$ cat src/verilog/regfile_pkg.sv
// register file geometry
// depth, word and index widths, bank split and read port count,
// plus the word, byte lane and write request types
package regfile_pkg;

   localparam int rf_depth       = 1024;                           // total entries
   localparam int rf_addr_w      = $clog2(rf_depth);               // 10 bit register address
   localparam int rf_data_w      = 32;                             // one word
   localparam int rf_bank_count  = 4;
   localparam int rf_bank_addr_w = $clog2(rf_depth / rf_bank_count); // index inside a bank
   localparam int rf_read_ports  = 3;

   typedef logic [rf_addr_w-1:0]   rf_addr_t;
   typedef logic [rf_data_w-1:0]   rf_data_t;
   typedef logic [rf_data_w/8-1:0] rf_byte_en_t; // one bit per byte lane

   // request on the single write port
   typedef struct packed {
      rf_addr_t    addr;
      rf_data_t    data;
      rf_byte_en_t byte_en; // low bit keeps that byte
   } rf_write_t;

endpackage

$ cat src/verilog/wb_pkg.sv
// writeback traffic definitions
// request formats of the ALU and load unit, and the depth of their queues
package wb_pkg;

   localparam int wb_queue_depth = 4; // entries per source queue

   // ALU result, always a full word
   typedef struct packed {
      regfile_pkg::rf_addr_t addr;
      regfile_pkg::rf_data_t data;
   } alu_wb_t;

   // load unit result, byte lanes picked by the access size
   typedef struct packed {
      regfile_pkg::rf_addr_t    addr;
      regfile_pkg::rf_data_t    data;
      regfile_pkg::rf_byte_en_t byte_en;
   } lsu_wb_t;

endpackage

$ cat src/verilog/wb_arbiter.sv
// round-robin writeback arbiter
// pops at most one of the ALU and load queues per cycle and registers
// the winner as the register file's write request
`timescale 1ns/1ps

module wb_arbiter (
   input  logic                   clk,
   input  logic                   rst,
   input  logic                   alu_empty,
   input  wb_pkg::alu_wb_t        alu_head,
   output logic                   alu_pop,
   input  logic                   lsu_empty,
   input  wb_pkg::lsu_wb_t        lsu_head,
   output logic                   lsu_pop,
   output logic                   wr_valid,
   output regfile_pkg::rf_write_t wr
);

   logic                   last_alu; // ALU won the last grant
   regfile_pkg::rf_write_t wr_nxt;

   // ALU goes when alone, or when it is its turn
   assign alu_pop = !alu_empty && (lsu_empty || !last_alu);
   assign lsu_pop = !lsu_empty && !alu_pop;

   // common write format
   always_comb
   begin
      if (alu_pop)
      begin
         wr_nxt.addr    = alu_head.addr;
         wr_nxt.data    = alu_head.data;
         wr_nxt.byte_en = '1;             // full word
      end
      else
      begin
         wr_nxt.addr    = lsu_head.addr;
         wr_nxt.data    = lsu_head.data;
         wr_nxt.byte_en = lsu_head.byte_en;
      end
   end

   // grant state
   always_ff @(posedge clk)
   begin
      if (rst)
      begin
         wr_valid <= 1'b0;
         last_alu <= 1'b0;                // ALU first after reset
      end
      else
      begin
         wr_valid <= alu_pop || lsu_pop;
         if (alu_pop)
            last_alu <= 1'b1;
         else if (lsu_pop)
            last_alu <= 1'b0;
      end
   end

   // request payload, only meaningful with wr_valid
   always_ff @(posedge clk)
   begin
      if (alu_pop || lsu_pop)
         wr <= wr_nxt;
   end

endmodule

$ cat config.mk
export PLATFORM = sky130hd
export DESIGN_NAME = wb_arbiter
export DESIGN_NICKNAME = d
export VERILOG_FILES = /design/src/verilog/regfile_pkg.sv /design/src/verilog/wb_pkg.sv /design/src/verilog/wb_arbiter.sv
export SDC_FILE = /design/constraint.sdc
export NUM_CORES = 1
export LEC_CHECK = 0
export BUFFER_PORTS_ARGS = -buffer_cell sky130_fd_sc_hd__buf_2
export CAP_MARGIN = 0
export CORE_UTILIZATION = 44
export CTS_CLUSTER_SIZE = 20
export DETAILED_ROUTE_END_ITERATION = 7
export PLACE_DENSITY = 0.85
export SETUP_SLACK_MARGIN = 0.5
export SLEW_MARGIN = 20
export SYNTH_ARGS = -nofsm -noshare
export SYNTH_HDL_FRONTEND = slang
export SYNTH_SLANG_ARGS = --single-unit
$ cat constraint.sdc
create_clock -name clk -period 2.3 [get_ports clk]
set_input_delay 0.23 -clock clk [delete_from_list [all_inputs] [get_ports clk]]
set_output_delay 0.23 -clock clk [all_outputs]
set_load 0.05 [all_outputs]
==> results.txt, run 1 <==
For this run, the leading register cell type out of synthesis is sky130_fd_sc_hd__edfxtp_1. The startpoint identified for the worst hold timing path is rst. The number of cells on the worst reg-to-reg path came out at 3. 0 antenna diodes ended up in the layout. The die is 69.6 um wide. The finished layout holds around 300 standard cells, fillers aside. TritonCTS built the clock tree. The run finished with clean final reports.

In the synthesized netlist, the cells that appear most often are sky130_fd_sc_hd__edfxtp_1 (46), sky130_fd_sc_hd__mux2_1 (25), sky130_fd_sc_hd__mux2_2 (17), sky130_fd_sc_hd__buf_6 (4), sky130_fd_sc_hd__or2_2 (4). The average wire per standard cell is around 14 um. The wire length of the first global-routing pass came out at 6360 um. The number of nets in the synthesized netlist is just under 200. The initial antenna violation count came out at 0. The setup path with the least slack is of type flop to output port.

Counting the buffers created by CTS gives 5. Summed over all instances, the cell type with the most area after synthesis is sky130_fd_sc_hd__edfxtp_1. The vertical extent of the die is 69.6 um. The top cell type by area accounts for just under 70% of the synthesized area. Once placement completed, the tool counted placed cells totaling between 200 and 300. The estimated wirelength of the detail-placed design came out at 3180 um. At the pin with the least slew margin, the transition time is 0.492 ns. The detail route stage leaves a number of antenna-violating nets equal to 0. The final layout net count came out at between 300 and 400. The tree is rooted in a sky130_fd_sc_hd__clkbuf_8.

The register-to-register setup slack came out at 0.89 ns. The cell count after synthesis is 107. The share of final-layout standard cells stronger than drive strength 1 is between 60% and 70%. The aggregate routed wire length is between 4000 and 5000 um.

The path with the worst hold slack has its endpoint at last_alu. The number of maximum-capacitance violations is 0. Setup repair after global routing left no endpoint under its margin. For the final routed database, the setup TNS stands at 0 ns. For this design the top-level I/O count stands at 141. At the end of routability-driven placement, the weighted congestion stood at 0.742. The hold violation count in the final report came to 0. Before antenna repair, the detailed router went through 4 iterations. The DRC violation total after the first TritonRoute iteration is slightly above 50. The via density per instance is 4.74. The element type at the critical path start is a flop. The setup slack after layout is about 0.69 ns. Between clock sinks in the finished design, the worst skew comes to 0.00680 ns. In this run, synthesis produced a sequential element count of 48. The H-tree depth is 2. The final critical path time including I/O delays and setup came out at about 1.6 ns. The power per cell area came out at roughly 730 nW/um^2.

The number of global-route vias before repair came out at 1433. The worst voltage drop across the vdd grid is between 0.0004 and 0.0005 V. The total DRC errors in the routed layout came out at 0. The total design power is 2.07 mW. The final worst hold slack came out at 0.109 ns. The startpoint identified for the worst register-to-register timing path is last_alu.

After synthesis, the cell types taking the most area are sky130_fd_sc_hd__edfxtp_1 (69%), sky130_fd_sc_hd__mux2_1 (14%), sky130_fd_sc_hd__mux2_2 (9.5%). The floorplan row count is 24. STA puts the critical path data arrival time at between 1 and 1.5 ns. The total of buffers placed on input and output ports came out at 140. The total of endpoints with negative setup slack in the final report came out at 0. In this run the worst path has a maximum fanout of 24.

The worst slack after detailed placement is roughly 0.79 ns. The count of unique library cells instantiated by Yosys is 12. The post-layout utilization of the core came out at ~65%. The total congestion overflow is 0.

Clock tree synthesis found a total of 48 sinks. The finished cells cover 2850 um^2. The clock edge transition at the registers on the reported setup and hold paths came out at 0.08 ns. The instance count along the most critical hold path is 2. The clock latency of the later-clocked register in the worst-skew pair is 0.29 ns. The worst endpoint required time came out at 2.07 ns. The cts-stage hold buffer count is 0. The core footprint came out at 4380 um^2. The initial standard-cell utilization of the core is 45.8%. The post-detailed-placement cell area came out at 2770 um^2. The global router's overall resource usage is 17.1%. The maximum number of pins on one net before global-route repair came out at 28. The static leakage came out at 1.29 nW. The filler cell count in the final layout came out at 327.

The layout-stage area growth over the synthesis result came out at 41.8%. Across all layers, the routed design uses 1442 vias. The count of flip-flops with a built-in enable after synthesis came out at 46.

The max-slew violation count came out at 0. The yosys synthesis warning count came out at 0. The synthesized area per cell is about 19 um^2.

The number of gates resized after CTS was 0. The post-synthesis sequential area ratio came out at 70.7%. The fmax came out at 620 MHz. The buffer levels on the longest clock path came out at 2. The total setup buffers inserted after CTS is 0. The worst setup path is captured at an output port. The netlist area before placement is 2010 um^2. In this run the critical register-to-register path is captured at wr[30]. The share of flip-flops with an asynchronous set or reset came out at 0%. The share of the clock period used by the worst path after layout is between 70% and 80%. In the post-synthesis netlist, the cell with the most instances is sky130_fd_sc_hd__edfxtp_1. The worst min-delay path category is input port to flop. The die covers 4840 um^2. The worst-case headroom to the max-slew limit is 67.1%.
## worst max-delay path by stage
stage | slack (ns) | to | from | depth (start not counted)
final | 0.69 | alu_pop | last_alu | 3
after global placement | 0.81 | wr[42] | lsu_empty | 5
after detailed placement | 0.79 | wr[41] | lsu_empty | 5
after global routing | 0.61 | alu_pop | last_alu | 3
after floorplan | 0.68 | wr[0] | lsu_empty | 1
after CTS | 0.67 | alu_pop | last_alu | 3
## placed cells by master (no fill, tap or decap), drive strengths merged
cell type and count:
clkinv 1, a21oi 3, inv 1, dfxtp 2, nand2 1, clkbuf 5
mux2 42, edfxtp 46, clkinvlp 1, buf 143, or2 4, nor2 3
## cell type report
| cell class | instances | area, um^2 | share of cell area (%) |
|---|---|---|---|
| multi-input combinational | 53 | 542 | 19.0 |
| timing repair buffer | 143 | 736 | 25.8 |
| clock inverter | 2 | 12.5 | 0.439 |
| sequential | 48 | 1420 | 49.9 |
| inverter | 1 | 3.75 | 0.132 |
| clock buffer | 5 | 68.8 | 2.42 |
| tap | 52 | 65.1 | 2.28 |
## critical path, stage by stage, from the launching register on
cell and delay (ns):
sky130_fd_sc_hd__dfxtp_1 0.35, sky130_fd_sc_hd__a21oi_4 0.13, sky130_fd_sc_hd__buf_4 0.29, sky130_fd_sc_hd__buf_2 0.32
## flip-flops by register name (all words and copies together) (netlist names)
register	flops
wr_valid	1
wr	46
last_alu	1
## routing by layer
metal | global-route usage (%) | share of wire [%] | vias to the layer above | wire length (um)
met5 | 0 | 0 | - | 0
met4 | 5.22 | 1.4 | 0 | 57
met3 | 6.98 | 8.3 | 6 | 339
met2 | 30.6 | 53 | 77 | 2180
met1 | 18.4 | 37 | 665 | 1540
li1 | - | - | 694 | -
## power breakdown
group	switching [mW]	leakage, nW	internal, mW
logic	0.374	0.765	0.165
registers	0.0166	0.482	1.05
clock network	0.260	0.0400	0.206
## logic make-up after synthesis
kind of cell	after synthesis	synth area share [%]
AOI/OAI and AO/OA	3	0.934
muxes	42	23.5
and+or+nand+nor	8	1.99
buffers and inverters	6	2.80
DFF	48	70.7
(Power assumes the default switching activity.)
==> run 2, diff against run 1 <==
--- a/config.mk
+++ b/config.mk
@@ -7,10 +7,10 @@
 export LEC_CHECK = 0
 export BUFFER_PORTS_ARGS = -buffer_cell sky130_fd_sc_hd__buf_2
 export CAP_MARGIN = 0
-export CORE_UTILIZATION = 44
+export CORE_UTILIZATION = 37
 export CTS_CLUSTER_SIZE = 20
 export DETAILED_ROUTE_END_ITERATION = 7
-export PLACE_DENSITY = 0.85
+export PLACE_DENSITY = 0.76
 export SETUP_SLACK_MARGIN = 0.5
 export SLEW_MARGIN = 20
 export SYNTH_ARGS = -nofsm -noshare
==> constraint.sdc (replaced) <==
create_clock -name clk -period 1.4 [get_ports clk]
set_input_delay 0.14 -clock clk [delete_from_list [all_inputs] [get_ports clk]]
set_output_delay 0.14 -clock clk [all_outputs]
set_load 0.05 [all_outputs]
==> results.txt, run 2 (synthesis gave the netlist of run 1 again) <==
The run finished, with violations left. The final reports fail on setup timing. The core footprint is 5170 um^2.

The filler cell count in the final layout is between 300 and 400. The share of the clock period used by the worst path after layout came out at 103%. The instance count along the most critical hold path came out at 2. For the pin with the worst max-slew slack, the measured transition is 0.235 ns. The reported net switching power is 1.20 mW. The aggregate routed wire length came out at 5640 um. The H-tree depth came out at 2. The type of the setup path with the least slack is flop to flop.

Across the routed clock network, the largest skew measured is 0.00643 ns. The final layout net count is 354. The later pin in the worst-skew pair is clocked with a latency of 0.30 ns. The total design power is 3.84 mW. The chip width came out at between 70 and 80 um. The startpoint identified for the worst register-to-register timing path is last_alu.

The net switching fraction of the power came out at 31.2%. The initial standard-cell utilization of the core is between 30 and 40%. Across the whole layout, storage elements account for 1420 um^2.

The layout-stage area growth over the synthesis result came out at 76.8%. Setup repair after global routing could not meet its margin everywhere. The largest fanout of any net on the critical path is 7. The total DRC errors in the routed layout came out at 0.

For hold timing, the worst endpoint is wr[1]. The clock passes through at most 2 buffers. Clock-pin slew was measured on the worst setup and hold paths at about 0.10 ns. Pin placement for this block handled 141 I/O pins. TritonCTS built the clock tree.

The largest individual stage delay along the critical path comes from the cell sky130_fd_sc_hd__dfxtp_2. The detailed router placed 1571 vias in this run. The clock buffer count from CTS is 5. The number of cells on the worst reg-to-reg path is 4. The worst setup path is launched from a flop. The die footprint is between 5000 and 6000 um^2. The gate family responsible for the most delay along the worst path is flip-flops.

The library cells used most frequently in the layout, excluding fill and tap cells, are sky130_fd_sc_hd__buf_2 (91), sky130_fd_sc_hd__buf_6 (49), sky130_fd_sc_hd__edfxtp_1 (46). Data on the critical path is required at its endpoint by 1.46 ns. The static leakage came out at about 1.7 nW. The register-to-register setup slack came out at -0.04 ns. The number of global-route vias before repair was 1597. The maximum number of pins on one net before global-route repair is 20. CTS placed an instance of sky130_fd_sc_hd__clkbuf_8 at the clock tree root.

After global routing the overflow that remains totals 0. The worst min-delay path category is input port to flop. The hold violation count in the final report came out at 0. The wire length of the first global-routing pass came out at 7530 um. The register with the most flip-flops is wr. The clock share of power is 21.0%. Leaving out fill and tap cells, the most frequent cell in the layout is sky130_fd_sc_hd__buf_2. The global router's overall resource usage is 19.0%. The die is 75.7 um tall. The post-route netlist has 80.6% of its cells at a drive strength greater than 1. The floorplan row count is 26. The sequential power share came out at 46.5%. The register with the most flip-flops in the layout has 46 of them.

The count of buffering cells on the critical path with inverters included came out at 2. The startpoint identified for the worst hold timing path is lsu_head[1]. The worst voltage drop across the vdd grid is a little under 0.0005 V. In this run the tightest slew margin relative to its limit is 84.3%. Before antenna repair, the detailed router went through 4 iterations. The total of endpoints with negative setup slack in the final report came out at 15. In this run the critical register-to-register path is captured at wr[22]. The initial antenna violation count is 0. The number of inserted diodes came out at 0. The share of power burned in combinational logic came out at 32.4%. In the post-route analysis, the smallest setup slack over all paths is -0.0385 ns. Max-cap violations in this run came to 0. The total of buffers placed on input and output ports came out at 140.

The arrival time of data at the critical path endpoint is 1.50 ns. Power spread over the standard cell area amounts to between 1000 and 1500 nW/um^2. The critical path goes through a21oi_4 -> buf_6 -> clkbuf_16 -> mux2_1. In this run the remaining antenna-violating nets after routing total 0. STA classifies the critical path endpoint as a flop. Dividing the detail-routed wire length by the instance count gives 16.9 um. The via density per instance came out at ~4.7. The internal portion of total power came out at 2.64 mW.

The final critical path time including I/O delays and setup came out at 1.44 ns. The estimated wirelength of the detail-placed design came out at 3440 um. The DRC violation total after the first TritonRoute iteration came out at 54.

Summing all multi-input logic gate instances after layout gives 716 um^2. The fmax came out at 695 MHz. The worst slack after detailed placement came out at 0.0379 ns. On the worst path, the slowest cell contributes a delay of 0.35 ns. Counting every sink on the clock net gives 48.

The max-slew violation count was 0. The largest registers in the layout are wr x46, last_alu x1, wr_valid x1. Routability-driven placement finished with a final weighted congestion of 0.759.
-- run 2: cell type report --
cell class / count / area share [%]
multi-input combinational: 53 / 20.1
sequential: 48 / 40.1
tap: 70 / 2.46
clock inverter: 3 / 0.528
timing repair buffer: 153 / 34.8
inverter: 1 / 0.106
clock buffer: 5 / 1.94
-- run 2: how the worst max path moves through the flow --
stage	startpoint	to	slack, ns	cells past startpoint
final	last_alu	wr[22]	-0.04	4
after global routing	last_alu	wr[26]	-0.06	4
after CTS	last_alu	wr[27]	-0.01	4
after detailed placement	last_alu	wr[9]	0.04	3
after global placement	last_alu	wr[31]	0.07	3
after floorplan	last_alu	wr[36]	0.06	4
-- run 2: repair_timing --
item / 4_1_cts / 5_1_grt
buffers inserted: 3 / 1
endpoints found under the setup margin: 95 / 95
resized for setup: 124 / 24
cloned: 2 / 1
hold endpoints to repair: 2 / 0
hold buffers: 1 / 0
pin swaps: 0 / 2
-- run 2: power by group through the flow --
stage	logic, mW	clock network [mW]	registers [mW]
5_1_grt	1.30	0.883	1.80
6_report	1.25	0.809	1.79
3_5_place_dp	0.932	0	1.78
4_1_cts	1.18	0.835	1.78
2_1_floorplan	0.207	0	2.23
3_3_place_gp	0.921	0	1.78
-- run 2: per-stage QoR --
stage               TNS [ns]  util (%)  instance area, um^2  std cells  hold slack, ns
global placement           0      55.3                 2860        317           0.307
global route          -0.961      68.7                 3550        333          0.0909
detailed placement         0      55.3                 2860        317           0.313
floorplan                  0         -                 2050        107           0.205
CTS                  -0.0289      66.4                 3430        331          0.0923
finish                -0.169      68.7                 3550        333          0.0964
-- run 2: routing by layer --
layer  global-route usage, %  vias up  routed length (um)
met5                       0        -                   0
met4                    9.26        0                 163
met3                    4.63       12                 385
met2                    37.9       88                2960
met1                    17.8      749                2130
li1                        -      722                   -
