`config.mk`:
```
export PLATFORM = sky130hd
export DESIGN_NAME = wb_queue
export DESIGN_NICKNAME = d
export VERILOG_FILES = /design/src/verilog/regfile_pkg.sv /design/src/verilog/wb_pkg.sv /design/src/verilog/wb_queue.sv
export SDC_FILE = /design/constraint.sdc
export NUM_CORES = 1
export LEC_CHECK = 0
export BUFFER_PORTS_ARGS = -buffer_cell sky130_fd_sc_hd__buf_2
export CAP_MARGIN = 10
export CORE_AREA = 2 2 133 135
export DETAILED_ROUTE_END_ITERATION = 7
export DIE_AREA = 0 0 135 137
export PLACE_DENSITY_LB_ADDON = 0.1
export SYNTH_ARGS = -nofsm -noshare
export SYNTH_HDL_FRONTEND = slang
export SYNTH_SLANG_ARGS = --single-unit
```
`constraint.sdc`:
```
create_clock -name clk -period 3.21 [get_ports clk]
set_input_delay 0 -clock clk [delete_from_list [all_inputs] [get_ports clk]]
set_output_delay 0 -clock clk [all_outputs]
set_load 0.1 [all_outputs]
```
`src/verilog/regfile_pkg.sv`:
```
// register file geometry
// depth, word and index widths, bank split and read port count,
// plus the word, byte lane and write request types
package regfile_pkg;

   localparam int rf_depth       = 1024;                           // total entries
   localparam int rf_addr_w      = $clog2(rf_depth);               // 10 bit register address
   localparam int rf_data_w      = 32;                             // one word
   localparam int rf_bank_count  = 4;
   localparam int rf_bank_addr_w = $clog2(rf_depth / rf_bank_count); // index inside a bank
   localparam int rf_read_ports  = 3;

   typedef logic [rf_addr_w-1:0]   rf_addr_t;
   typedef logic [rf_data_w-1:0]   rf_data_t;
   typedef logic [rf_data_w/8-1:0] rf_byte_en_t; // one bit per byte lane

   // request on the single write port
   typedef struct packed {
      rf_addr_t    addr;
      rf_data_t    data;
      rf_byte_en_t byte_en; // low bit keeps that byte
   } rf_write_t;

endpackage

```
`src/verilog/wb_pkg.sv`:
```
// writeback traffic definitions
// request formats of the ALU and load unit, and the depth of their queues
package wb_pkg;

   localparam int wb_queue_depth = 4; // entries per source queue

   // ALU result, always a full word
   typedef struct packed {
      regfile_pkg::rf_addr_t addr;
      regfile_pkg::rf_data_t data;
   } alu_wb_t;

   // load unit result, byte lanes picked by the access size
   typedef struct packed {
      regfile_pkg::rf_addr_t    addr;
      regfile_pkg::rf_data_t    data;
      regfile_pkg::rf_byte_en_t byte_en;
   } lsu_wb_t;

endpackage

```
`src/verilog/wb_queue.sv`:
```
// small writeback FIFO for one source
// keeps the order of one source's requests, full and empty are registered
`timescale 1ns/1ps

module wb_queue #(
   parameter type payload_t = wb_pkg::alu_wb_t
) (
   input  logic     clk,
   input  logic     rst,
   input  logic     push,
   input  payload_t push_data,
   input  logic     pop,
   output payload_t head,
   output logic     empty,
   output logic     full
);

   typedef logic [$clog2(wb_pkg::wb_queue_depth)-1:0]   ptr_t;
   typedef logic [$clog2(wb_pkg::wb_queue_depth+1)-1:0] count_t;

   payload_t mem [wb_pkg::wb_queue_depth]; // payload slots, no reset
   ptr_t     wr_ptr;
   ptr_t     rd_ptr;
   count_t   count;
   count_t   count_nxt;
   logic     do_push;
   logic     do_pop;

   // step a pointer, wrapping at the last slot
   function automatic ptr_t ptr_inc(input ptr_t p);
      if (p == ptr_t'(wb_pkg::wb_queue_depth - 1))
         return '0;
      return p + ptr_t'(1);
   endfunction

   assign do_push = push && !full; // push while full is lost
   assign do_pop  = pop && !empty;
   assign head    = mem[rd_ptr];    // oldest entry

   always_comb
   begin
      count_nxt = count;
      if (do_push && !do_pop)
         count_nxt = count + count_t'(1);
      else if (do_pop && !do_push)
         count_nxt = count - count_t'(1);
   end

   always_ff @(posedge clk)
   begin
      if (rst)
      begin
         wr_ptr <= '0;
         rd_ptr <= '0;
         count  <= '0;
         empty  <= 1'b1;
         full   <= 1'b0;
      end
      else
      begin
         if (do_push)
            wr_ptr <= ptr_inc(wr_ptr);
         if (do_pop)
            rd_ptr <= ptr_inc(rd_ptr);
         count <= count_nxt;
         empty <= (count_nxt == '0);                                  // flags from next count
         full  <= (count_nxt == count_t'(wb_pkg::wb_queue_depth));
      end
   end

   always_ff @(posedge clk)
   begin
      if (do_push)
         mem[wr_ptr] <= push_data;
   end

endmodule

```
==> reports/results.txt, run 1 <==
first-pass GRT wire length: 19,400 um
# resized after CTS: 0
Cell Area, Synth: 6720 um2
Die W: 135 um
net count after synthesis: 346
DRC viols: 0
die area: 18,500 um2
Seq/Total Area, Yosys: 78.3%
startpoint class of the critical path: register
synth warn: 0
clk_lat worst skew: 0.42 ns
grt ovf: 0
slew at the pin with the worst max-slew slack: 0.910 ns
Area Overhead vs Synth: 25.5%
Clock H-tree levels: 4
clk buf depth: 2
final setup fails: 0
crit path kind: register to output port
filler cell count in the final layout: 1,454
Max Slew Vio Count: 0
Initial Util: 39.4%
Final nets: 495
multi-input combinational cell area: 1340 um2
GRT Overall Usage: 14.4%
CP max FO: 42
r2r startpoint: full$_SDFF_PP0_
max-cap violations: 0
post-synth cell types: 31
I/O pin total: 90
r2r endpoint: mem[3][33]$_DFFE_PP_
slew margin rel.: 39.3%
top-area cell type share of the netlist area: 75.0%
largest net degree at the start of global routing: 43
endpoint type of the worst setup path: output port
most frequent cells in the layout: edfxtp_1 (168), buf_2 (89), dlygate4sd3_1 (45)
CTS Sinks: 179
Setup TNS Final: 0 ns
post-DP HPWL: 7860 um
Worst Skew: 0.00829 ns
CTS tree: built
hold depth: 4
clock-pin slew on the worst setup and hold paths: 0.07 ns
Post-CTS Setup Bufs: 0
initial antenna violation count: 0
ys flop type: edfxtp_1
PortBufs: 89
Die H: 137 um
average wire per cell in the routed design: 18.6 um
dpl cells: 603
average instance area after synthesis: 22.9 um2
ANT cells: 0
drt via density: 4.86
Synth area leader: edfxtp_1
First-pass DRT Iterations: 5
power per cell area: 773 nW/um2
Iter 0 DRT Violations: 209
commonest non-fill, non-tap cell in the layout: edfxtp_1
Num CTS Buffers: 17
remaining antenna violation count: 0
CORE AREA: 17,100 um2
Fin. Hold Viols: 0
asr flop ratio synth: 0%
Post-synth EDFFs: 168
root buffer cell: clkbuf_16
type of the worst min-delay path: input port to register
register area: 5270 um2
DR vias: 3,304
Worst Path Required: 3.21 ns
Final Non-Filler Cells: 680
Post-CTS Hold Buffers: 45
WL final: 12,600 um
period utilisation layout: 72.6%
Worst VDD drop: 0.356 mV
status: complete, no violations
top area cells in the synthesized netlist: edfxtp_1 (75%), mux4_2 (14%), dfxtp_1 (3.3%)
RSZ-0062 raised after global routing: false
share of cells above drive strength 1: 40.4%
R2R setup slack: 1.25 ns
hold_sp: push
fmax: 0.429 GHz
number of global-route vias before repair: 3,531
Seq cells post-synth: 179
Period minus WS final: 2.33 ns
WP data arrival: 2.33 ns
gate count of the mapped netlist: 293
Routability Congestion: 0.677
leakage: 2.89 nW
Worst Hold Endpoint: wr_ptr[1]$_SDFFE_PP0P_
path depth of the worst reg2reg path: 3
Rows: 48
-- synthesized netlist by cell type, drive strengths merged (2+ instances only) --
cell	number
a21oi	6
edfxtp	168
and2	4
nor3b	2
xnor2	2
nand2	6
and2b	2
nand2b	2
inv	5
mux4	42
ha	7
nor3	6
buf	12
nor2	5
a21boi	2
nor4	2
a311oi	2
nand3	2
dfxtp	11
-- per-layer routing --
| layer | wire length, um | track usage, % | part of all wire [%] |
|---|---|---|---|
| met4 | 206 | 6.13 | 1.6 |
| met2 | 6370 | 23.5 | 50 |
| met5 | 0 | 0 | 0 |
| met1 | 5540 | 18.7 | 44 |
| met3 | 513 | 3.33 | 4.1 |
-- flip-flops by register name, indices dropped and copies added (netlist names), named ones only --
register / flops
mem: 168
empty: 1
wr_ptr: 2
count: 3
full: 1
rd_ptr: 2
-- worst max-delay path by stage --
stage / endpoint / cells past startpoint / slack [ns]
global route: head[32] / 2 / 0.70
detailed placement: mem[3][24]$_DFFE_PP_ / 3 / 1.19
CTS: head[32] / 2 / 0.79
global placement: head[32] / 2 / 1.24
finish: head[32] / 2 / 0.88
floorplan: mem[3][0]$_DFFE_PP_ / 3 / 0.58
-- where the power goes --
part           switching (mW)  total (mW)  internal (mW)
logic                    1.31        1.74          0.428
clock network           0.852        1.92           1.07
registers               0.119        2.86           2.74
-- cells by family (layout without fill, tap and decap cells) --
kind of cell | after synthesis | after routing | synth area share [%]
AO/OA/AOI/OAI | 13 | 13 | 1.32
XOR/XNOR | 2 | 2 | 0.372
adder cells (fa/ha/maj) | 7 | 7 | 1.30
buffers and inverters | 18 | 180 | 1.77
flip-flops | 179 | 179 | 78.3
multiplexers | 42 | 42 | 14.1
AND/OR/NAND/NOR | 32 | 32 | 2.85
-- per-stage QoR --
| stage | cell area (um2) | hold WS, ns | total power, mW | utilization (%) | worst slack [ns] |
|---|---|---|---|---|---|
| 2_1_floorplan | 6720 | 0.0785 | 4.34 | - | 0.580 |
| 3_3_place_gp | 7430 | 0.213 | 4.61 | 43.5 | 1.24 |
| 3_5_place_dp | 7430 | 0.217 | 4.63 | 43.5 | 1.19 |
| 4_1_cts | 8440 | 0.0619 | 6.61 | 49.5 | 0.791 |
| 5_1_grt | 8440 | 0.101 | 6.76 | 49.5 | 0.700 |
| 6_report | 8440 | 0.0747 | 6.52 | 49.5 | 0.879 |
-- critical path: stages, from the launching register on --
cell and delay, ns:
dfxtp_4 0.96, mux4_2 0.63, buf_2 0.31
-- cell type report --
class,count,share of cell area [%]
well taps,225,3.34
clock inverters,15,1.59
inverters,5,0.222
multi-input cells,96,15.9
repair buffers,143,11.4
clock buffers,17,5.04
flip-flops and latches,179,62.5
(Power assumes the default switching activity.)
==> run 2, diff against run 1 <==
==> constraint.sdc (replaced) <==
create_clock -name clk -period 2.4 [get_ports clk]
set_input_delay 0 -clock clk [delete_from_list [all_inputs] [get_ports clk]]
set_output_delay 0 -clock clk [all_outputs]
set_load 0.1 [all_outputs]
==> reports/results.txt, run 2 (synthesis gave the netlist of run 1 again) <==
status: complete, no violations
r2r startpoint: count[0]$_SDFF_PP0_
switching power: 3.01 mW
top flop regs: mem (168), count (3)
P_int: 5.89 mW
Post-CTS Setup Bufs: 0
power per cell area: 1050 nW/um2
Period minus WS final: 1.99 ns
most frequent cells in the layout: edfxtp_1 (168), buf_2 (89), dlygate4sd3_1 (44)
root buffer cell: clkbuf_16
worst path cell trace: buf_12 > mux4_2 > buf_2
fmax: 0.503 GHz
leakage: 2.92 nW
number of flip-flops in the largest register: 168
Final nets: 497
DR vias: 3,295
filler cell count in the final layout: 1,433
r2r endpoint: empty$_SDFF_PP1_
Rows: 48
slew margin rel.: 66.0%
Worst Path Required: 2.40 ns
Worst Skew: 0.00811 ns
R2R setup slack: 0.76 ns
remaining antenna violation count: 0
endpoint type of the worst setup path: output port
WL final: 12,300 um
Num CTS Buffers: 17
final core utilization: 49.9%
CTS tree: built
Routability Congestion: 0.708
clk_lat worst skew: 0.42 ns
Biggest register: mem
clock-pin slew on the worst setup and hold paths: 0.06 ns
crit path kind: register to output port
RSZ-0062 raised after global routing: false
worst setup path endpoint: head[41]
GRT Overall Usage: 14.2%
Sw Ratio: 33.8%
First-pass DRT Iterations: 4
PortBufs: 89
Hold Slack: 0.0589 ns
slew at the pin with the worst max-slew slack: 0.514 ns
CORE AREA: 17,100 um2
WP data arrival: 1.99 ns
I/O pin total: 90
DRC viols: 0
Worst path max stage delay: 0.58 ns
# resized after CTS: 0
number of global-route vias before repair: 3,432
Fin. Hold Viols: 0
Logic pwr share: 27.2%
grt ovf: 0
first-pass GRT wire length: 18,900 um
share of cells above drive strength 1: 40.3%
type of the worst min-delay path: input port to register
Max Slew Vio Count: 0
path depth of the worst reg2reg path: 5
largest net degree at the start of global routing: 43
CTS Sinks: 179
die area: 18,500 um2
average wire per cell in the routed design: 18.1 um
period utilisation layout: 82.9%
ANT cells: 0
Iter 0 DRT Violations: 180
Finished Cell Area: 8510 um2
Worst VDD drop: 0.531 mV
Reg power frac: 42.0%
CP max FO: 42
commonest non-fill, non-tap cell in the layout: edfxtp_1
Post-DP Area: 7470 um2
Initial Util: 39.4%
startpoint class of the critical path: register
Die W: 135 um
Setup TNS Final: 0 ns
clk buf depth: 2
max-cap violations: 0
Slowest-stage cell, CP: mux4_2
Die H: 137 um
drt via density: 4.83
initial antenna violation count: 0
post-DP HPWL: 7360 um
Area Overhead vs Synth: 26.5%
clock share of power: 30.8%
final setup fails: 0
Clock H-tree levels: 4
==> run 2: changes by cell type in the layout (fill, tap and decap cells not counted), moves of 2 or more <==
cell / before / now
bufinv_16: 1 / 3
clkbuf_1: 0 / 2
buf_12: 0 / 2
clkinv_4: 5 / 1
==> run 2: power groups by stage <==
stage	registers (mW)	logic, mW	clock network (mW)
CTS	3.74	2.46	2.82
finish	3.74	2.42	2.75
detailed placement	3.81	2.40	0
floorplan	3.85	1.95	0
global placement	3.80	2.39	0
global route	3.76	2.54	2.94
==> run 2: how the worst min path moves through the flow <==
| stage | start | end | slack (ns) | cells after the start |
|---|---|---|---|---|
| after global placement | push_data[30] | mem[3][30]$_DFFE_PP_ | 0.21 | 1 |
| after global routing | push | wr_ptr[1]$_SDFFE_PP0P_ | 0.08 | 4 |
| after CTS | push | wr_ptr[1]$_SDFFE_PP0P_ | 0.04 | 4 |
| final | push | wr_ptr[1]$_SDFFE_PP0P_ | 0.06 | 4 |
| after detailed placement | push_data[15] | mem[0][15]$_DFFE_PP_ | 0.21 | 1 |
| after floorplan | rst | full$_SDFF_PP0_ | 0.08 | 1 |
==> run 2: critical path, delay by kind of cell, from the launching register on <==
family                 cells  cell delay, ns
buffers and inverters      2            0.65
multiplexers               1            0.58
flip-flops                 1            0.35
==> run 2: metrics by stage <==
step	worst slack (ns)	std cells	power [mW]
2_1_floorplan	0.215	293	5.80
3_3_place_gp	0.799	606	6.18
3_5_place_dp	0.794	606	6.20
4_1_cts	0.338	682	9.02
5_1_grt	0.292	682	9.24
6_report	0.410	682	8.91
==> run 2: layer usage <==
metal	GRT usage (%)	routed length (um)	vias up
met4	4.69	136	0
met2	23.5	6210	65
li1	-	-	1520
met1	18.2	5550	1702
met5	0	0	-
met3	3.93	421	8
==> run 2: timing repair <==
| action | 4_1_cts | 5_1_grt |
|---|---|---|
| setup endpoints to repair | 0 | 0 |
| hold buffers | 44 | 0 |
| endpoints found under the hold margin | 179 | 0 |
==> run 2: layout make-up <==
| type | count | area, um2 | share of cell area [%] |
|---|---|---|---|
| Tap cell | 225 | 282 | 3.31 |
| Timing Repair Buffer | 145 | 1000 | 11.8 |
| Inverter | 5 | 18.8 | 0.221 |
| Sequential cell | 179 | 5270 | 62.0 |
| Clock inverter | 13 | 158 | 1.85 |
| Clock buffer | 19 | 433 | 5.09 |
| Multi-Input combinational cell | 96 | 1340 | 15.8 |
==> run 3, diff against run 2 <==
==> constraint.sdc (replaced) <==
create_clock -name clk -period 1.6 [get_ports clk]
set_input_delay 0 -clock clk [delete_from_list [all_inputs] [get_ports clk]]
set_output_delay 0 -clock clk [all_outputs]
set_load 0.1 [all_outputs]
==> reports/results.txt, run 3 (synthesis gave the netlist of run 1 again) <==
post-DP HPWL: 7760 um
Clock H-tree levels: 4
CTS Sinks: 179
endpoint type of the worst setup path: output port
share of cells above drive strength 1: 42.7%
clock-pin slew on the worst setup and hold paths: 0.06 ns
average wire per cell in the routed design: 17.6 um
Max Used Layer: met4
RSZ-0062 raised after global routing: true
drt via density: 4.83
final setup fails: 42
Die W: 135 um
Slowest-stage cell, CP: mux4_2
ANT cells: 0
Worst path top cell family by delay: multiplexers
root buffer cell: clkbuf_16
GRT Overall Usage: 13.9%
CP max FO: 15
largest net degree at the start of global routing: 31
filler cell count in the final layout: 1,386
initial antenna violation count: 0
First-pass DRT Iterations: 4
slew margin rel.: 67.7%
commonest non-fill, non-tap cell in the layout: edfxtp_1
Setup WS pre-CTS: 0.0495 ns
slew at the pin with the worst max-slew slack: 0.487 ns
Worst VDD drop: 0.873 mV
startpoint class of the critical path: register
Worst path max stage delay: 0.57 ns
number of global-route vias before repair: 3,446
CORE AREA: 17,100 um2
Initial Util: 39.4%
remaining antenna violation count: 0
Hold Slack: 0.0762 ns
DR vias: 3,340
clk buf depth: 2
WL final: 12,200 um
power per cell area: 1540 nW/um2
Biggest register: mem
max-cap violations: 0
leakage: 3.10 nW
fmax: 0.565 GHz
Setup TNS Final: -5.37 ns
Setup WS post-layout: -0.168 ns
Worst Skew: 0.00724 ns
Iter 0 DRT Violations: 179
Die H: 137 um
CTS tree: built
WP data arrival: 1.77 ns
die area: 18,500 um2
worst path cell trace: buf_12 > mux4_2 > buf_8
number of flip-flops in the largest register: 168
M1 WL: 5240 um
PortBufs: 89
Worst Path Required: 1.60 ns
Max Slew Vio Count: 0
Routability Congestion: 0.675
grt ovf: 0
Num CTS Buffers: 17
Fin. Hold Viols: 0
failing checks: negative setup slack
Rows: 48
type of the worst min-delay path: input port to register
met2 WL post-DR: 6330 um
top flop regs: mem (168), count (3)
Area Overhead vs Synth: 34.4%
period utilisation layout: 111%
metal3 WL: 531 um
clk_lat worst skew: 0.42 ns
CP Buf/Inv Count: 2
crit path kind: register to output port
I/O pin total: 90
Final nets: 506
first-pass GRT wire length: 18,600 um
status: complete, but fails checks
most frequent cells in the layout: edfxtp_1 (168), buf_2 (47), dlygate4sd3_1 (44)
DRC viols: 0
Period minus WS final: 1.77 ns
total chip power: 13.9 mW
==> run 3: changes by cell type in the layout (fill, tap and decap cells not counted), moves of 3 or more <==
cell,delta
buf_2,-42
buf_6,+38
buf_12,+13
and2_2,-4
and2_4,+4
buf_4,-4
buf_8,+4
clkinv_4,+3
dfxtp_1,-3
==> run 3: through the flow <==
| stage | cells | utilization (%) | cell area (um2) |
|---|---|---|---|
| 2_1_floorplan | 293 | - | 6740 |
| 3_3_place_gp | 615 | 45.2 | 7710 |
| 3_5_place_dp | 615 | 45.2 | 7710 |
| 4_1_cts | 691 | 52.8 | 9000 |
| 5_1_grt | 691 | 53.0 | 9030 |
| 6_report | 691 | 53.0 | 9030 |
==> run 3: repair_timing <==
item	4_1_cts	5_1_grt
resized for setup	85	6
endpoints found under the setup margin	42	44
pin swaps	0	1
hold endpoints to repair	179	0
hold buffers	44	0
cloned	0	0
buffers inserted	0	0
==> run 3: cell type report <==
class	instances	area [um2]	area share [%]
timing repair buffer	154	1510	16.7
clock buffer	18	429	4.75
multi-input combinational	96	1370	15.1
sequential	179	5280	58.4
tap	225	282	3.12
inverter	5	18.8	0.208
clock inverter	14	153	1.69
==> run 3: final timing paths <==
check / slack [ns] / startpoint / endpoint / cells past startpoint
setup / recovery: -0.17 / register / head[28] / 3
hold / removal: 0.08 / push / wr_ptr[1]$_SDFFE_PP0P_ / 4
setup reg to reg: 0.16 / full$_SDFF_PP0_ / empty$_SDFF_PP1_ / 5
hold reg to reg: 0.48 / rd_ptr[1]$_SDFFE_PP0P_ / register / 2
==> run 3: tightest hold or removal path: stages <==
cell,delay [ns]
buf_2,0.09
nand2b_1,0.17
nand2_1,0.12
a21oi_1,0.06
==> run 3: power by group <==
part,internal (mW),switching (mW)
Combinational,1.39,2.85
Sequential,5.50,0.115
Clock,2.32,1.69
Total,9.21,4.66
==> run 3: routing by layer <==
metal | up-vias | global-route usage (%)
li1 | 1541 | -
met1 | 1718 | 17.4
met2 | 75 | 23.0
met3 | 6 | 4.67
met4 | 0 | 4.34
met5 | - | 0
